==> src/source/lc3b_isa_pkg.sv <==
package lc3b_isa_pkg;

	typedef logic [15:0] lc3b_word;	// one raw instruction word
	typedef logic [2:0] lc3b_reg;	// register number r0..r7

	typedef enum logic [3:0]
	{
		op_br   = 4'b0000,	// conditional branch on nzp
		op_add  = 4'b0001,
		op_ldb  = 4'b0010,	// load byte
		op_stb  = 4'b0011,	// store byte
		op_jsr  = 4'b0100,	// jsr / jsrr, bit 11 selects
		op_and  = 4'b0101,
		op_ldr  = 4'b0110,	// load word, base + offset
		op_str  = 4'b0111,
		op_rti  = 4'b1000,
		op_not  = 4'b1001,
		op_ldi  = 4'b1010,	// load indirect
		op_sti  = 4'b1011,
		op_jmp  = 4'b1100,	// jmp / ret
		op_shf  = 4'b1101,
		op_lea  = 4'b1110,
		op_trap = 4'b1111
	} lc3b_opcode;

	typedef struct packed
	{
		lc3b_opcode opcode;	// [15:12]
		lc3b_reg dr;		// [11:9] dest, or store data
		lc3b_reg sr1;		// [8:6] source 1 or base
		logic mode;		// [5] imm select for add/and
		logic [1:0] unused;	// [4:3]
		lc3b_reg sr2;		// [2:0]
	} reg_fmt_t;

	typedef struct packed
	{
		lc3b_opcode opcode;	// [15:12]
		logic n;		// [11]
		logic z;		// [10]
		logic p;		// [9]
		logic [8:0] offset;	// pc-relative offset
	} br_fmt_t;

	// same 16 bits, read as register fields or as a branch
	typedef union packed
	{
		reg_fmt_t reg_view;	// operand decode
		br_fmt_t br_view;	// redirect decode
	} instr_u;

endpackage

==> src/source/hazard_pkg.sv <==
package hazard_pkg;

	typedef logic [2:0] count_t;	// redirect countdown

	localparam count_t REDIRECT_COUNT = 3'd5;	// four bubbles + squash decision

	typedef struct packed
	{
		logic writes_dr;	// result goes to the dr field
		logic reads_sr1;	// sr1 field is a source
		logic reads_sr2;	// sr2 field is a source
		logic reads_dr;		// dr field read as store data
	} operand_use_t;

	typedef struct packed
	{
		logic bubble;	// insert nop into id/ex
		logic squash;	// kill wrong-path instr in id
	} redirect_t;

	typedef struct packed
	{
		logic gen_bubble;	// final bubble request
		logic squash_id;	// final squash request
	} hazard_ctrl_t;

endpackage

==> src/source/operand_decode.sv <==
`timescale 1ns/10ps

module operand_decode
(
	input lc3b_isa_pkg::instr_u ir,
	output hazard_pkg::operand_use_t uses
);

	always_comb
	begin
		uses = '0;	// reads nothing and writes nothing unless decoded
		case (ir.reg_view.opcode)
			lc3b_isa_pkg::op_add,
			lc3b_isa_pkg::op_and:
			begin
				uses.writes_dr = 1'b1;
				uses.reads_sr1 = 1'b1;
				uses.reads_sr2 = ~ir.reg_view.mode;	// sr2 only in register mode
			end
			lc3b_isa_pkg::op_not,
			lc3b_isa_pkg::op_shf:
			begin
				uses.writes_dr = 1'b1;
				uses.reads_sr1 = 1'b1;	// single source
			end
			lc3b_isa_pkg::op_ldb,
			lc3b_isa_pkg::op_ldr,
			lc3b_isa_pkg::op_ldi:
			begin
				uses.writes_dr = 1'b1;	// loaded value
				uses.reads_sr1 = 1'b1;	// base reg
			end
			lc3b_isa_pkg::op_lea:
				uses.writes_dr = 1'b1;	// pc relative, no source
			lc3b_isa_pkg::op_stb,
			lc3b_isa_pkg::op_str,
			lc3b_isa_pkg::op_sti:
			begin
				uses.reads_sr1 = 1'b1;	// base reg
				uses.reads_dr = 1'b1;	// store data sits in dr field
			end
			lc3b_isa_pkg::op_jmp:
				uses.reads_sr1 = 1'b1;	// target base
			lc3b_isa_pkg::op_jsr:
				uses.reads_sr1 = ~ir.reg_view.dr[2];	// jsrr when bit 11 low
			default:
				uses = '0;	// br, trap, rti touch no gp operand
		endcase
	end

endmodule

==> src/source/load_use_detect.sv <==
`timescale 1ns/10ps

module load_use_detect
(
	input lc3b_isa_pkg::instr_u if_id_ir,
	input lc3b_isa_pkg::instr_u id_ex_ir,
	output logic load_use
);

	hazard_pkg::operand_use_t if_id_use;	// what the id instr reads
	hazard_pkg::operand_use_t id_ex_use;	// what the ex instr writes
	lc3b_isa_pkg::lc3b_reg load_dr;		// ex load destination
	logic id_ex_is_load;
	logic sr1_hit;
	logic sr2_hit;
	logic dr_hit;

	operand_decode if_id_deps
	(
		.ir(if_id_ir),
		.uses(if_id_use)
	);

	operand_decode id_ex_deps
	(
		.ir(id_ex_ir),
		.uses(id_ex_use)
	);

	assign load_dr = id_ex_ir.reg_view.dr;

	// only memory loads need the extra cycle, alu results forward
	assign id_ex_is_load = ((id_ex_ir.reg_view.opcode == lc3b_isa_pkg::op_ldb) ||
		(id_ex_ir.reg_view.opcode == lc3b_isa_pkg::op_ldi) ||
		(id_ex_ir.reg_view.opcode == lc3b_isa_pkg::op_ldr)) &&
		id_ex_use.writes_dr;	// qualify with decoded write

	assign sr1_hit = if_id_use.reads_sr1 && (if_id_ir.reg_view.sr1 == load_dr);	// base or src1
	assign sr2_hit = if_id_use.reads_sr2 && (if_id_ir.reg_view.sr2 == load_dr);	// reg mode src2
	assign dr_hit = if_id_use.reads_dr && (if_id_ir.reg_view.dr == load_dr);	// store data

	assign load_use = id_ex_is_load && (sr1_hit || sr2_hit || dr_hit);

endmodule

==> src/source/redirect_sequencer.sv <==
`timescale 1ns/10ps

module redirect_sequencer
(
	input logic clk,
	input logic reset,
	input lc3b_isa_pkg::instr_u if_id_ir,
	input logic branch_enable,
	input logic flow_id_ex,
	output hazard_pkg::redirect_t redirect
);

	hazard_pkg::count_t counter;		// bubbles left in sequence
	hazard_pkg::count_t counter_next;
	lc3b_isa_pkg::instr_u last_ir;		// instr that started the sequence
	logic br_taken_q;			// branch enable from last advance
	logic if_id_redirect;			// pc-changing instr in id
	logic last_is_lea;
	logic last_is_br;
	logic bubble;
	logic squash;

	// a zero word is a flushed slot and never a redirect
	always_comb
	begin
		if_id_redirect = 1'b0;
		if (lc3b_isa_pkg::lc3b_word'(if_id_ir) != '0)
		begin
			case (if_id_ir.br_view.opcode)
				lc3b_isa_pkg::op_br,
				lc3b_isa_pkg::op_jmp,
				lc3b_isa_pkg::op_jsr,
				lc3b_isa_pkg::op_trap:
					if_id_redirect = 1'b1;	// target not known until mem
				default:
					if_id_redirect = 1'b0;
			endcase
		end
	end

	assign last_is_lea = (last_ir.br_view.opcode == lc3b_isa_pkg::op_lea);
	assign last_is_br = (last_ir.br_view.opcode == lc3b_isa_pkg::op_br);

	always_comb
	begin
		counter_next = counter;	// hold by default
		if (counter == '0)
		begin
			if (if_id_redirect || last_is_lea)
				counter_next = hazard_pkg::REDIRECT_COUNT;	// start countdown
		end
		else
			counter_next = counter - 1'b1;	// count down toward decision
	end

	// lea keeps bubbling for the whole count, including the load cycle
	assign bubble = (counter > 3'd1) || last_is_lea;

	// at count one the target is resolved; not-taken br keeps the id instr
	assign squash = (counter == 3'd1) && !last_is_lea &&
		(!last_is_br || br_taken_q);

	assign redirect.bubble = bubble;
	assign redirect.squash = squash;

	always_ff @(posedge clk)
	begin
		if (reset)
		begin
			counter <= '0;
			last_ir <= '0;
			br_taken_q <= 1'b0;
		end
		else if (flow_id_ex)	// every update waits for pipeline advance
		begin
			br_taken_q <= branch_enable;
			if (!bubble)
				last_ir <= if_id_ir;	// frozen while bubbling
			counter <= counter_next;
		end
	end

endmodule

==> src/source/hazard_merge.sv <==
`timescale 1ns/10ps

module hazard_merge
(
	input logic load_use,
	input hazard_pkg::redirect_t redirect,
	output hazard_pkg::hazard_ctrl_t hazard
);

	logic load_bubble;	// load-use bubble after squash masking

	// squashed instr never reaches ex, so its load-use stall is moot
	assign load_bubble = load_use && !redirect.squash;

	always_comb
	begin
		hazard.squash_id = redirect.squash;	// redirect decides squash alone
		hazard.gen_bubble = redirect.bubble || load_bubble;	// either source stalls
	end

endmodule

==> src/source/bubbler.sv <==
`timescale 1ns/10ps

module bubbler
(
	input logic clk,
	input logic reset,
	input lc3b_isa_pkg::instr_u if_id_ir,
	input lc3b_isa_pkg::instr_u id_ex_ir,
	input logic branch_enable,
	input logic flow_id_ex,
	output hazard_pkg::hazard_ctrl_t hazard
);

	logic load_use;				// raw load-use match
	hazard_pkg::redirect_t redirect;	// sequencer bubble / squash

	load_use_detect lu0
	(
		.if_id_ir(if_id_ir),
		.id_ex_ir(id_ex_ir),
		.load_use(load_use)
	);

	redirect_sequencer rs0
	(
		.clk(clk),
		.reset(reset),
		.if_id_ir(if_id_ir),
		.branch_enable(branch_enable),
		.flow_id_ex(flow_id_ex),
		.redirect(redirect)
	);

	hazard_merge hm0
	(
		.load_use(load_use),
		.redirect(redirect),
		.hazard(hazard)
	);

endmodule

==> config.mk <==
export PLATFORM = sky130hd
export DESIGN_NAME = bubbler
export DESIGN_NICKNAME = d
export VERILOG_FILES = /design/src/source/lc3b_isa_pkg.sv /design/src/source/hazard_pkg.sv /design/src/source/operand_decode.sv /design/src/source/load_use_detect.sv /design/src/source/redirect_sequencer.sv /design/src/source/hazard_merge.sv /design/src/source/bubbler.sv
export SDC_FILE = /design/constraint.sdc
export NUM_CORES = 1
export LEC_CHECK = 0
export ABC_AREA = 1
export BUFFER_PORTS_ARGS = -buffer_cell sky130_fd_sc_hd__buf_4
export CORE_MARGIN = 4
export CORE_UTILIZATION = 38
export CTS_CLUSTER_DIAMETER = 150
export CTS_CLUSTER_SIZE = 12
export DETAILED_ROUTE_END_ITERATION = 16
export GPL_ROUTABILITY_DRIVEN = 0
export PLACE_DENSITY = 0.74
export SLEW_MARGIN = 20
export SYNTH_ARGS = -nofsm -noshare
export SYNTH_HDL_FRONTEND = slang
export SYNTH_SLANG_ARGS = --single-unit
export TNS_END_PERCENT = 20
==> constraint.sdc <==
create_clock -name clk -period 1.08 [get_ports clk]
set_input_delay 0.162 -clock clk [delete_from_list [all_inputs] [get_ports clk]]
set_output_delay 0.162 -clock clk [all_outputs]
set_load 0.005 [all_outputs]
==> impl_metrics.yaml, run 1 <==
synth:
  synth_area_leader_cell: "dfxtp_1"
  synth.net_count: 146
  synth_area_um2: 664
  synth_top_area_share_pct: 24.1
  synth.distinct_cells: 21
  ys_seq_elements: 8
  yosysWarnings: 0
  syn-mean-instance-area_um2: 6.10
  postSynthCellCount: 109
  synthTopCellsByArea: "dfxtp_1 (24%), nand2_1 (14%), nor2_1 (9.6%), nand3_1 (9.0%), xor2_1 (6.6%)"
  ys_seq_area_share_pct: 24.1
drt:
  wire_per_inst_um: 10.7
  drt_first_pass_iters: 4
  drt_iter0_drc: 15
  drc: 0
  avgViaCountPerCell: 4.93
  routed-via-count: 819
  detail_route.wirelength_um: 1770
  ant_nets: 0
setup_path:
  slowest_stage: "dfxtp_2"
  crit_arrival_ps: 1200
  path_cells: "nor3_2 -> nand3_2 -> a21oi_2 -> nand2_1 -> nand2_1 -> buf_4"
  required_ps: 920
  cp-end-kind: "output port"
  max_stage_delay_ps: 320
  crit_path_start_kind: "register"
  critPathKind: "reg2out"
  crit_path_max_fanout: 2
  cp_common_cell: "nand2_1"
clock_tree:
  numCtsBuffers: 3
  clock_path_buffers: 2
  htreeDepth: 1
  cts.clk_slew.worst_paths_ps: 50
  cts_root_buf: "clkbuf_4"
  cts_tree: "built"
  clock_latency_ps: 250
  clock_sinks: 8
  postCtsHoldBufs: 0
die:
  die_w_um: 49.8
  rows: 14
  die_y_um: 49.8
  core_um2: 1580
  io_pins: 38
  initial_utilization_pct: 42.1
  die-area_um2: 2480
power_and_ir_drop:
  p_int_uw: 700
  swShare_pct: 33.4
  pwr-share-clk_pct: 21.4
  p_sw_uw: 351
  totalPowerFinal_mw: 1.05
  ir_drop_mv: 0.782
  seqPwrFrac_pct: 34.9
  p_leak_nw: 0.512
  power_density_nw_per_um2: 1010
  power.share.combinational_pct: 43.7
global_routing:
  overflow: 0
  grt_max_degree: 10
  first_global_vias: 771
  gr-usage-all-layers_pct: 15.9
  grt_antenna_before_repair: 0
  grt_pass1_wl_um: 3130
finish:
  final_cell_mix: "buf_4 (40), nand2_1 (24), nor2_1 (15)"
  final_common_cell: "buf_4"
  antenna_cells: 0
  syn2layout_area_growth_pct: 57.1
  fillCellCount: 142
  fin_area_um2: 1040
  finalNetCount: 189
  drive_gt1_share_pct: 43.3
timing:
  setup_viol: 9
  worstMarginPinSlew_ps: 301
  finalHoldViolations: 0
  fin_crit_ps: 1360
  rsz0062_at_grt: "true"
  layout_worst_path_cycle_share_pct: 126
  setup_slack_ps: -280
  max-slew-margin-rel_pct: 79.8
  skew_ps: 5.83
  maxSlewViolCount: 0
  fmax_mhz: 735
worst_hold_path:
  hold_class: "in2reg"
placed_design:
  hpwl_um: 1500
  placed_area_um2: 972
  port_buffers: 28
status:
  violations: "setup timing"
  outcome: "complete, but fails checks"
flow_run:
  maxCapViolCount: 0
[Yosys cell counts (all sizes together)]
cell type,count
inv,11
dfxtp,8
xor2,5
nand2,28
nand3b,1
a21oi,8
buf,2
nor4,1
and3,1
nand3,12
o21ai,4
nor2,19
xnor2,3
ha,1
or2,1
nor3,4
[power by group through the flow]
stage,registers [mW],clock network (mW),logic (mW)
after detailed placement,0.359,0,0.438
after floorplan,0.360,0,0.230
after global routing,0.370,0.257,0.522
after global placement,0.359,0,0.425
after CTS,0.365,0.237,0.451
final,0.367,0.225,0.460
[worst max-delay path: cells and delay by family, from the launching register on]
family | cells | cell delay, ps
AND/OR/NAND/NOR | 4 | 410
AO/OA/AOI/OAI | 1 | 120
flip-flops | 1 | 320
buffers and inverters | 1 | 100
[area by class of cell]
class | instances | area, um^2 | share of cell area [%]
Clock buffer | 3 | 22.5 | 2.16
Inverter | 11 | 41.3 | 3.96
Multi-Input combinational cell | 88 | 493 | 47.2
Tap cell | 16 | 20.0 | 1.92
Sequential cell | 8 | 166 | 15.9
Timing Repair Buffer | 40 | 300 | 28.8
[registers in the layout, summed over array words and instances (netlist names)]
register and cells:
rs0.last_ir 4, rs0.counter 3, rs0.br_taken_q 1
[kinds of logic after synthesis]
group	synth area share, %
AO/OA/AOI/OAI	9.04
adder cells (fa/ha/maj)	1.88
flip-flops	24.1
AND/OR/NAND/NOR	46.0
XOR/XNOR	10.5
buffers and inverters	8.47
[per-layer routing]
layer,track usage [%],wire (um),up-vias
met2,26.2,875,20
met1,19.9,779,362
met3,6.02,117,0
met5,0,0,-
met4,2.76,0,0
li1,-,-,437
[final timing paths]
path	from	end	slack, ps	depth (start not counted)
setup / recovery	rs0.br_taken_q	hazard[1]	-280	6
hold / removal	reset	rs0.counter[1]	110	2
setup reg to reg	rs0.counter[1]	rs0.counter[0]	-90	8
hold reg to reg	rs0.last_ir[14]	rs0.last_ir[14]	490	2
[what timing repair did]
| action | in CTS | in global routing |
|---|---|---|
| setup endpoints to repair | 9 | 9 |
| hold endpoints to repair | 0 | 0 |
| resized for setup | 7 | 4 |
| buffers inserted | 1 | 0 |
| pin swaps | 5 | 3 |
[per-stage QoR]
step	instances	util (%)	TNS, ps	worst slack, ps	hold WS, ps
3_3_place_gp	162	61.7	-668	-154	367
2_1_floorplan	109	-	-12.6	-12.6	224
4_1_cts	166	65.3	-1270	-328	96.2
5_1_grt	166	66.2	-1870	-373	106
3_5_place_dp	162	61.7	-969	-149	372
6_report	166	66.2	-972	-280	111
(Power assumes the default switching activity.)
==> inputs of run 2 (changes only) <==
--- a/config.mk
+++ b/config.mk
@@ -5,15 +5,13 @@
 export SDC_FILE = /design/constraint.sdc
 export NUM_CORES = 1
 export LEC_CHECK = 0
-export ABC_AREA = 1
 export BUFFER_PORTS_ARGS = -buffer_cell sky130_fd_sc_hd__buf_4
-export CORE_MARGIN = 4
-export CORE_UTILIZATION = 38
+export CORE_UTILIZATION = 37
 export CTS_CLUSTER_DIAMETER = 150
 export CTS_CLUSTER_SIZE = 12
 export DETAILED_ROUTE_END_ITERATION = 16
 export GPL_ROUTABILITY_DRIVEN = 0
-export PLACE_DENSITY = 0.74
+export PLACE_DENSITY_LB_ADDON = 0.2
 export SLEW_MARGIN = 20
 export SYNTH_ARGS = -nofsm -noshare
 export SYNTH_HDL_FRONTEND = slang
==> impl_metrics.yaml, run 2 <==
status:
  outcome: "complete, but fails checks"
  violations: "setup timing"
global_routing:
  gr-usage-all-layers_pct: 22.5
  grt_antenna_before_repair: 0
  first_global_vias: 775
  grt_max_degree: 9
  grt_pass1_wl_um: 3080
  overflow: 0
setup_path:
  crit_path_start_kind: "register"
  reg2reg_to: "rs0.counter[1]"
  crit_family: "simple AND/OR/NAND/NOR gates"
  crit_buf_inv: 1
  path_cells: "or4_4 -> o21ai_4 -> nand4b_1 -> o21ai_1 -> buf_4"
  r2r_cells: 6
  required_ps: 920
  crit_arrival_ps: 1590
  crit_path_max_fanout: 2
  r2r_setup_slack_ps: -320
  max_stage_delay_ps: 540
  cp-end-kind: "output port"
  slowest_stage: "or4_4"
  critPathKind: "reg2out"
  r2r_start: "rs0.last_ir[14]"
timing:
  setup_viol: 9
  skew_ps: 4.90
  fmax_mhz: 569
  worstMarginPinSlew_ps: 351
  fin_crit_ps: 1760
  finalHoldViolations: 0
  rsz0062_at_grt: "true"
  maxSlewViolCount: 0
  layout_worst_path_cycle_share_pct: 163
  fin_tns_setup_ps: -2810
  max-slew-margin-rel_pct: 76.4
  hold_slack_ps: 129
  setup_slack_ps: -677
flow_run:
  maxCapViolCount: 0
drt:
  drt_iter0_drc: 21
  detail_route.wirelength_um: 1730
  routed-via-count: 762
  ant_nets: 0
  dr_wl_met2_um: 874
  drc: 0
  met1Wirelength_um: 701
  drt_first_pass_iters: 4
  wire_per_inst_um: 12.2
  wl_met3_um: 112
  avgViaCountPerCell: 5.37
  top_layer: "met4"
synth:
  postSynthCellCount: 80
  synth.distinct_cells: 28
  synthArstFlopShare_pct: 0
  yosysMostFrequentCell: "nand2_1"
  synthTopCellsByArea: "dfxtp_1 (27%), xnor2_1 (10%), nand2_1 (6.3%), a21oi_1 (5.8%), nand3_1 (5.8%)"
  synthFlopType: "dfxtp_1"
  yosysWarnings: 0
  synth_edf_count: 0
  synth_area_um2: 601
  synth_area_leader_cell: "dfxtp_1"
  synth_top_area_share_pct: 26.7
  synth.net_count: 117
  ys_seq_elements: 8
  ys_seq_area_share_pct: 26.7
  synth_common_cells: "nand2_1 (10), dfxtp_1 (8), a21oi_1 (7), nand3_1 (7), xnor2_1 (7)"
  syn-mean-instance-area_um2: 7.51
finish:
  regArea_um2: 164
  syn2layout_area_growth_pct: 67.9
  fin_area_um2: 1010
  finalNetCount: 165
  final_cell_mix: "buf_4 (46), nand2_1 (10), xnor2_1 (7), nand3_1 (7)"
  multiInputGateArea_um2: 449
  final_common_cell: "buf_4"
  max_flop_register: "rs0.last_ir"
  fillCellCount: 144
  final_util_pct: 66.9
  antenna_cells: 0
  largest_reg_flops: 4
  reg.largest.list: "rs0.last_ir x4, rs0.counter x3, rs0.br_taken_q x1"
  final_cells: 142
  drive_gt1_share_pct: 49.2
power_and_ir_drop:
  pwr-share-clk_pct: 22.7
  p_sw_uw: 308
  power.share.combinational_pct: 43.4
  p_leak_nw: 0.437
  swShare_pct: 30.3
  power_density_nw_per_um2: 1010
  ir_drop_mv: 0.855
  seqPwrFrac_pct: 34.0
  p_int_uw: 708
  totalPowerFinal_mw: 1.02
clock_tree:
  cts.clk_slew.worst_paths_ps: 50
  htreeDepth: 1
  clock_latency_ps: 260
  clock_path_buffers: 2
  cts_tree: "built"
  postCtsHoldBufs: 0
  numCtsBuffers: 3
  clock_sinks: 8
  cts_root_buf: "clkbuf_4"
die:
  rows: 14
  die-area_um2: 1790
  die_y_um: 42.3
  core_um2: 1510
  io_pins: 38
  initial_utilization_pct: 39.9
  die_w_um: 42.3
placed_design:
  dp.cells: 139
  hpwl_um: 1450
  placed_area_um2: 952
  port_buffers: 28
  dp_slack_ps: -464
worst_hold_path:
  holdPathEnd: "rs0.last_ir[15]"
  hold_class: "in2reg"
  min_from: "reset"
  worstHoldPathCells: 2
## run 2: kinds of logic (layout without fill, tap and decap cells)
logic type / count (synthesis) / after routing / share of synthesized area [%]
XOR/XNOR: 9 / 9 / 13.1
AND/OR/NAND/NOR: 42 / 42 / 37.1
flip-flops: 8 / 8 / 26.7
multiplexers: 1 / 1 / 1.67
AO/OA/AOI/OAI: 14 / 14 / 15.0
buffers and inverters: 5 / 51 / 4.37
adder cells (fa/ha/maj): 1 / 1 / 2.08
## run 2: what timing repair did
item / in CTS / in global routing
pin swaps: 0 / 1
endpoints found under the setup margin: 9 / 9
resized for setup: 2 / 6
buffers inserted: 0 / 0
## run 2: area by class of cell
| class | instances | share of cell area, % |
|---|---|---|
| Tap cell | 16 | 1.99 |
| Timing Repair Buffer | 46 | 34.2 |
| Sequential cell | 8 | 16.3 |
| Clock buffer | 3 | 2.23 |
| Multi-Input combinational cell | 67 | 44.5 |
| Inverter | 2 | 0.744 |
## run 2: worst max-delay path by stage
stage | cells past startpoint | start | slack [ps] | to
2_1_floorplan | 4 | rs0.last_ir[14] | -280 | hazard[1]
3_3_place_gp | 5 | rs0.last_ir[14] | -430 | hazard[1]
3_5_place_dp | 5 | rs0.last_ir[14] | -460 | hazard[1]
4_1_cts | 5 | rs0.last_ir[14] | -720 | hazard[1]
5_1_grt | 5 | rs0.last_ir[14] | -750 | hazard[1]
6_report | 5 | rs0.last_ir[14] | -680 | hazard[1]
## run 2: power groups by stage
stage | Clock, mW | Sequential, mW | Combinational (mW)
global placement | 0 | 0.345 | 0.402
finish | 0.231 | 0.345 | 0.441
CTS | 0.243 | 0.343 | 0.422
global route | 0.251 | 0.350 | 0.489
floorplan | 0 | 0.351 | 0.175
detailed placement | 0 | 0.349 | 0.412
## run 2: routing by layer
layer  up-vias  GRT usage [%]
li1        385              -
met1       344           25.5
met2        27           36.9
met3         6           7.33
met4         0           12.5
met5         -              0
==> inputs of run 3 (changes only) <==
--- a/config.mk
+++ b/config.mk
@@ -6,7 +6,9 @@
 export NUM_CORES = 1
 export LEC_CHECK = 0
 export BUFFER_PORTS_ARGS = -buffer_cell sky130_fd_sc_hd__buf_4
-export CORE_UTILIZATION = 37
+export CELL_PAD_IN_SITES_DETAIL_PLACEMENT = 1
+export CELL_PAD_IN_SITES_GLOBAL_PLACEMENT = 1
+export CORE_UTILIZATION = 24
 export CTS_CLUSTER_DIAMETER = 150
 export CTS_CLUSTER_SIZE = 12
 export DETAILED_ROUTE_END_ITERATION = 16
==> impl_metrics.yaml, run 3 (synthesis results as in run 2) <==
status:
  outcome: "complete, but fails checks"
  violations: "setup timing"
finish:
  final_cell_mix: "buf_4 (49), nand2_1 (10), xnor2_1 (7), nand3_1 (7)"
  largest_reg_flops: 4
  syn2layout_area_growth_pct: 74.0
  final_util_pct: 45.9
  antenna_cells: 0
  drive_gt1_share_pct: 50.4
  max_flop_register: "rs0.last_ir"
  finalNetCount: 168
  reg.largest.list: "rs0.last_ir x4, rs0.counter x3, rs0.br_taken_q x1"
  final_common_cell: "buf_4"
  final_cells: 157
clock_tree:
  htreeDepth: 1
  numCtsBuffers: 3
  clock_sinks: 8
  postCtsHoldBufs: 0
  clock_path_buffers: 2
  cts_setup_buffers: 0
  cts_tree: "built"
  cts.clk_slew.worst_paths_ps: 50
  clock_latency_ps: 240
  cts_root_buf: "clkbuf_4"
drt:
  routed-via-count: 771
  wire_per_inst_um: 13.7
  drt_iter0_drc: 7
  ant_nets: 0
  drc: 0
  avgViaCountPerCell: 4.91
  drt_first_pass_iters: 4
  detail_route.wirelength_um: 2160
power_and_ir_drop:
  seqPwrFrac_pct: 33.5
  power_density_nw_per_um2: 978
  power.share.combinational_pct: 44.9
  p_int_uw: 711
  p_leak_nw: 0.451
  ir_drop_mv: 0.759
  totalPowerFinal_mw: 1.02
  swShare_pct: 30.4
  pwr-share-clk_pct: 21.6
  p_sw_uw: 311
die:
  die_w_um: 52.0
  initial_utilization_pct: 26.4
  io_pins: 38
  die_y_um: 52.0
  core_um2: 2280
  rows: 17
  die-area_um2: 2710
timing:
  rsz0062_at_grt: "true"
  fmax_mhz: 568
  setup_viol: 9
  fin_tns_setup_ps: -2850
  skew_ps: 1.14
  maxSlewViolCount: 0
  finalHoldViolations: 0
  worstMarginPinSlew_ps: 455
  fin_crit_ps: 1760
  max-slew-margin-rel_pct: 69.4
  layout_worst_path_cycle_share_pct: 163
  setup_slack_ps: -682
worst_hold_path:
  hold_class: "in2reg"
setup_path:
  max_stage_delay_ps: 540
  required_ps: 920
  crit_path_start_kind: "register"
  crit_path_max_fanout: 2
  crit_arrival_ps: 1600
  critPathKind: "reg2out"
  slowest_stage: "or4_4"
  path_cells: "or4_4 -> o21ai_4 -> nand4b_1 -> o21ai_1 -> buf_4"
  cp-end-kind: "output port"
flow_run:
  maxCapViolCount: 0
global_routing:
  overflow: 0
  grt_max_degree: 9
  grt_antenna_before_repair: 0
  gr-usage-all-layers_pct: 17.9
  first_global_vias: 795
  grt_pass1_wl_um: 3530
placed_design:
  dp.cells: 154
  dp_slack_ps: -479
  hpwl_um: 1840
  port_buffers: 28
==> run 3: cell types whose count changed in the layout (fill, tap and decap cells not counted), sizes merged <==
cell,before,now
buf,46,49
==> run 3: repair_timing <==
| item | in CTS | in global routing |
|---|---|---|
| hold endpoints to repair | 0 | 0 |
| gates resized for setup | 1 | 7 |
| pin swaps | 3 | 2 |
| setup endpoints to repair | 9 | 9 |
==> run 3: path summary, 6_finish.rpt <==
| path | endpoint | start | cells after the start | slack (ps) |
|---|---|---|---|---|
| setup / recovery | hazard[1] | rs0.last_ir[14] | 5 | -680 |
| hold / removal | rs0.last_ir[15] | reset | 2 | 140 |
| setup reg to reg | rs0.counter[2] | rs0.last_ir[14] | 7 | -360 |
| hold reg to reg | rs0.br_taken_q | rs0.br_taken_q | 2 | 500 |
==> run 3: metal layers <==
| metal | track usage [%] | vias up | wire (um) |
|---|---|---|---|
| li1 | - | 393 | - |
| met1 | 22.3 | 362 | 973 |
| met2 | 30.3 | 14 | 1090 |
| met3 | 4.97 | 2 | 65 |
| met4 | 3.60 | 0 | 21 |
| met5 | 0 | - | 0 |
==> run 3: final cells by class <==
type                    count  area (um^2)
flip-flops and latches      8          164
inverters                   2         7.51
well taps                  28         35.0
clock buffers               3         22.5
fillers                   278         1230
multi-input cells          67          448
repair buffers             49          368
==> run 3: power groups by stage <==
stage | sequential (mW) | combinational, mW | clock, mW
2_1_floorplan | 0.351 | 0.175 | 0
3_3_place_gp | 0.346 | 0.416 | 0
3_5_place_dp | 0.347 | 0.427 | 0
4_1_cts | 0.341 | 0.436 | 0.230
5_1_grt | 0.345 | 0.505 | 0.261
6_report | 0.343 | 0.459 | 0.221
==> run 3: worst max-delay path: cells and delay by family, from the launching register on <==
| kind | cells | cell delay [ps] |
|---|---|---|
| and+or+nand+nor | 2 | 650 |
| AOI/OAI and AO/OA | 2 | 270 |
| buffers and inverters | 1 | 120 |
| DFF | 1 | 310 |
==> run 3: stage by stage <==
| step | instance area [um^2] | hold slack [ps] |
|---|---|---|
| 6_report | 1040 | 141 |
| 5_1_grt | 1040 | 141 |
| 4_1_cts | 1020 | 132 |
| 3_5_place_dp | 990 | 396 |
| 3_3_place_gp | 990 | 399 |
| 2_1_floorplan | 606 | 309 |
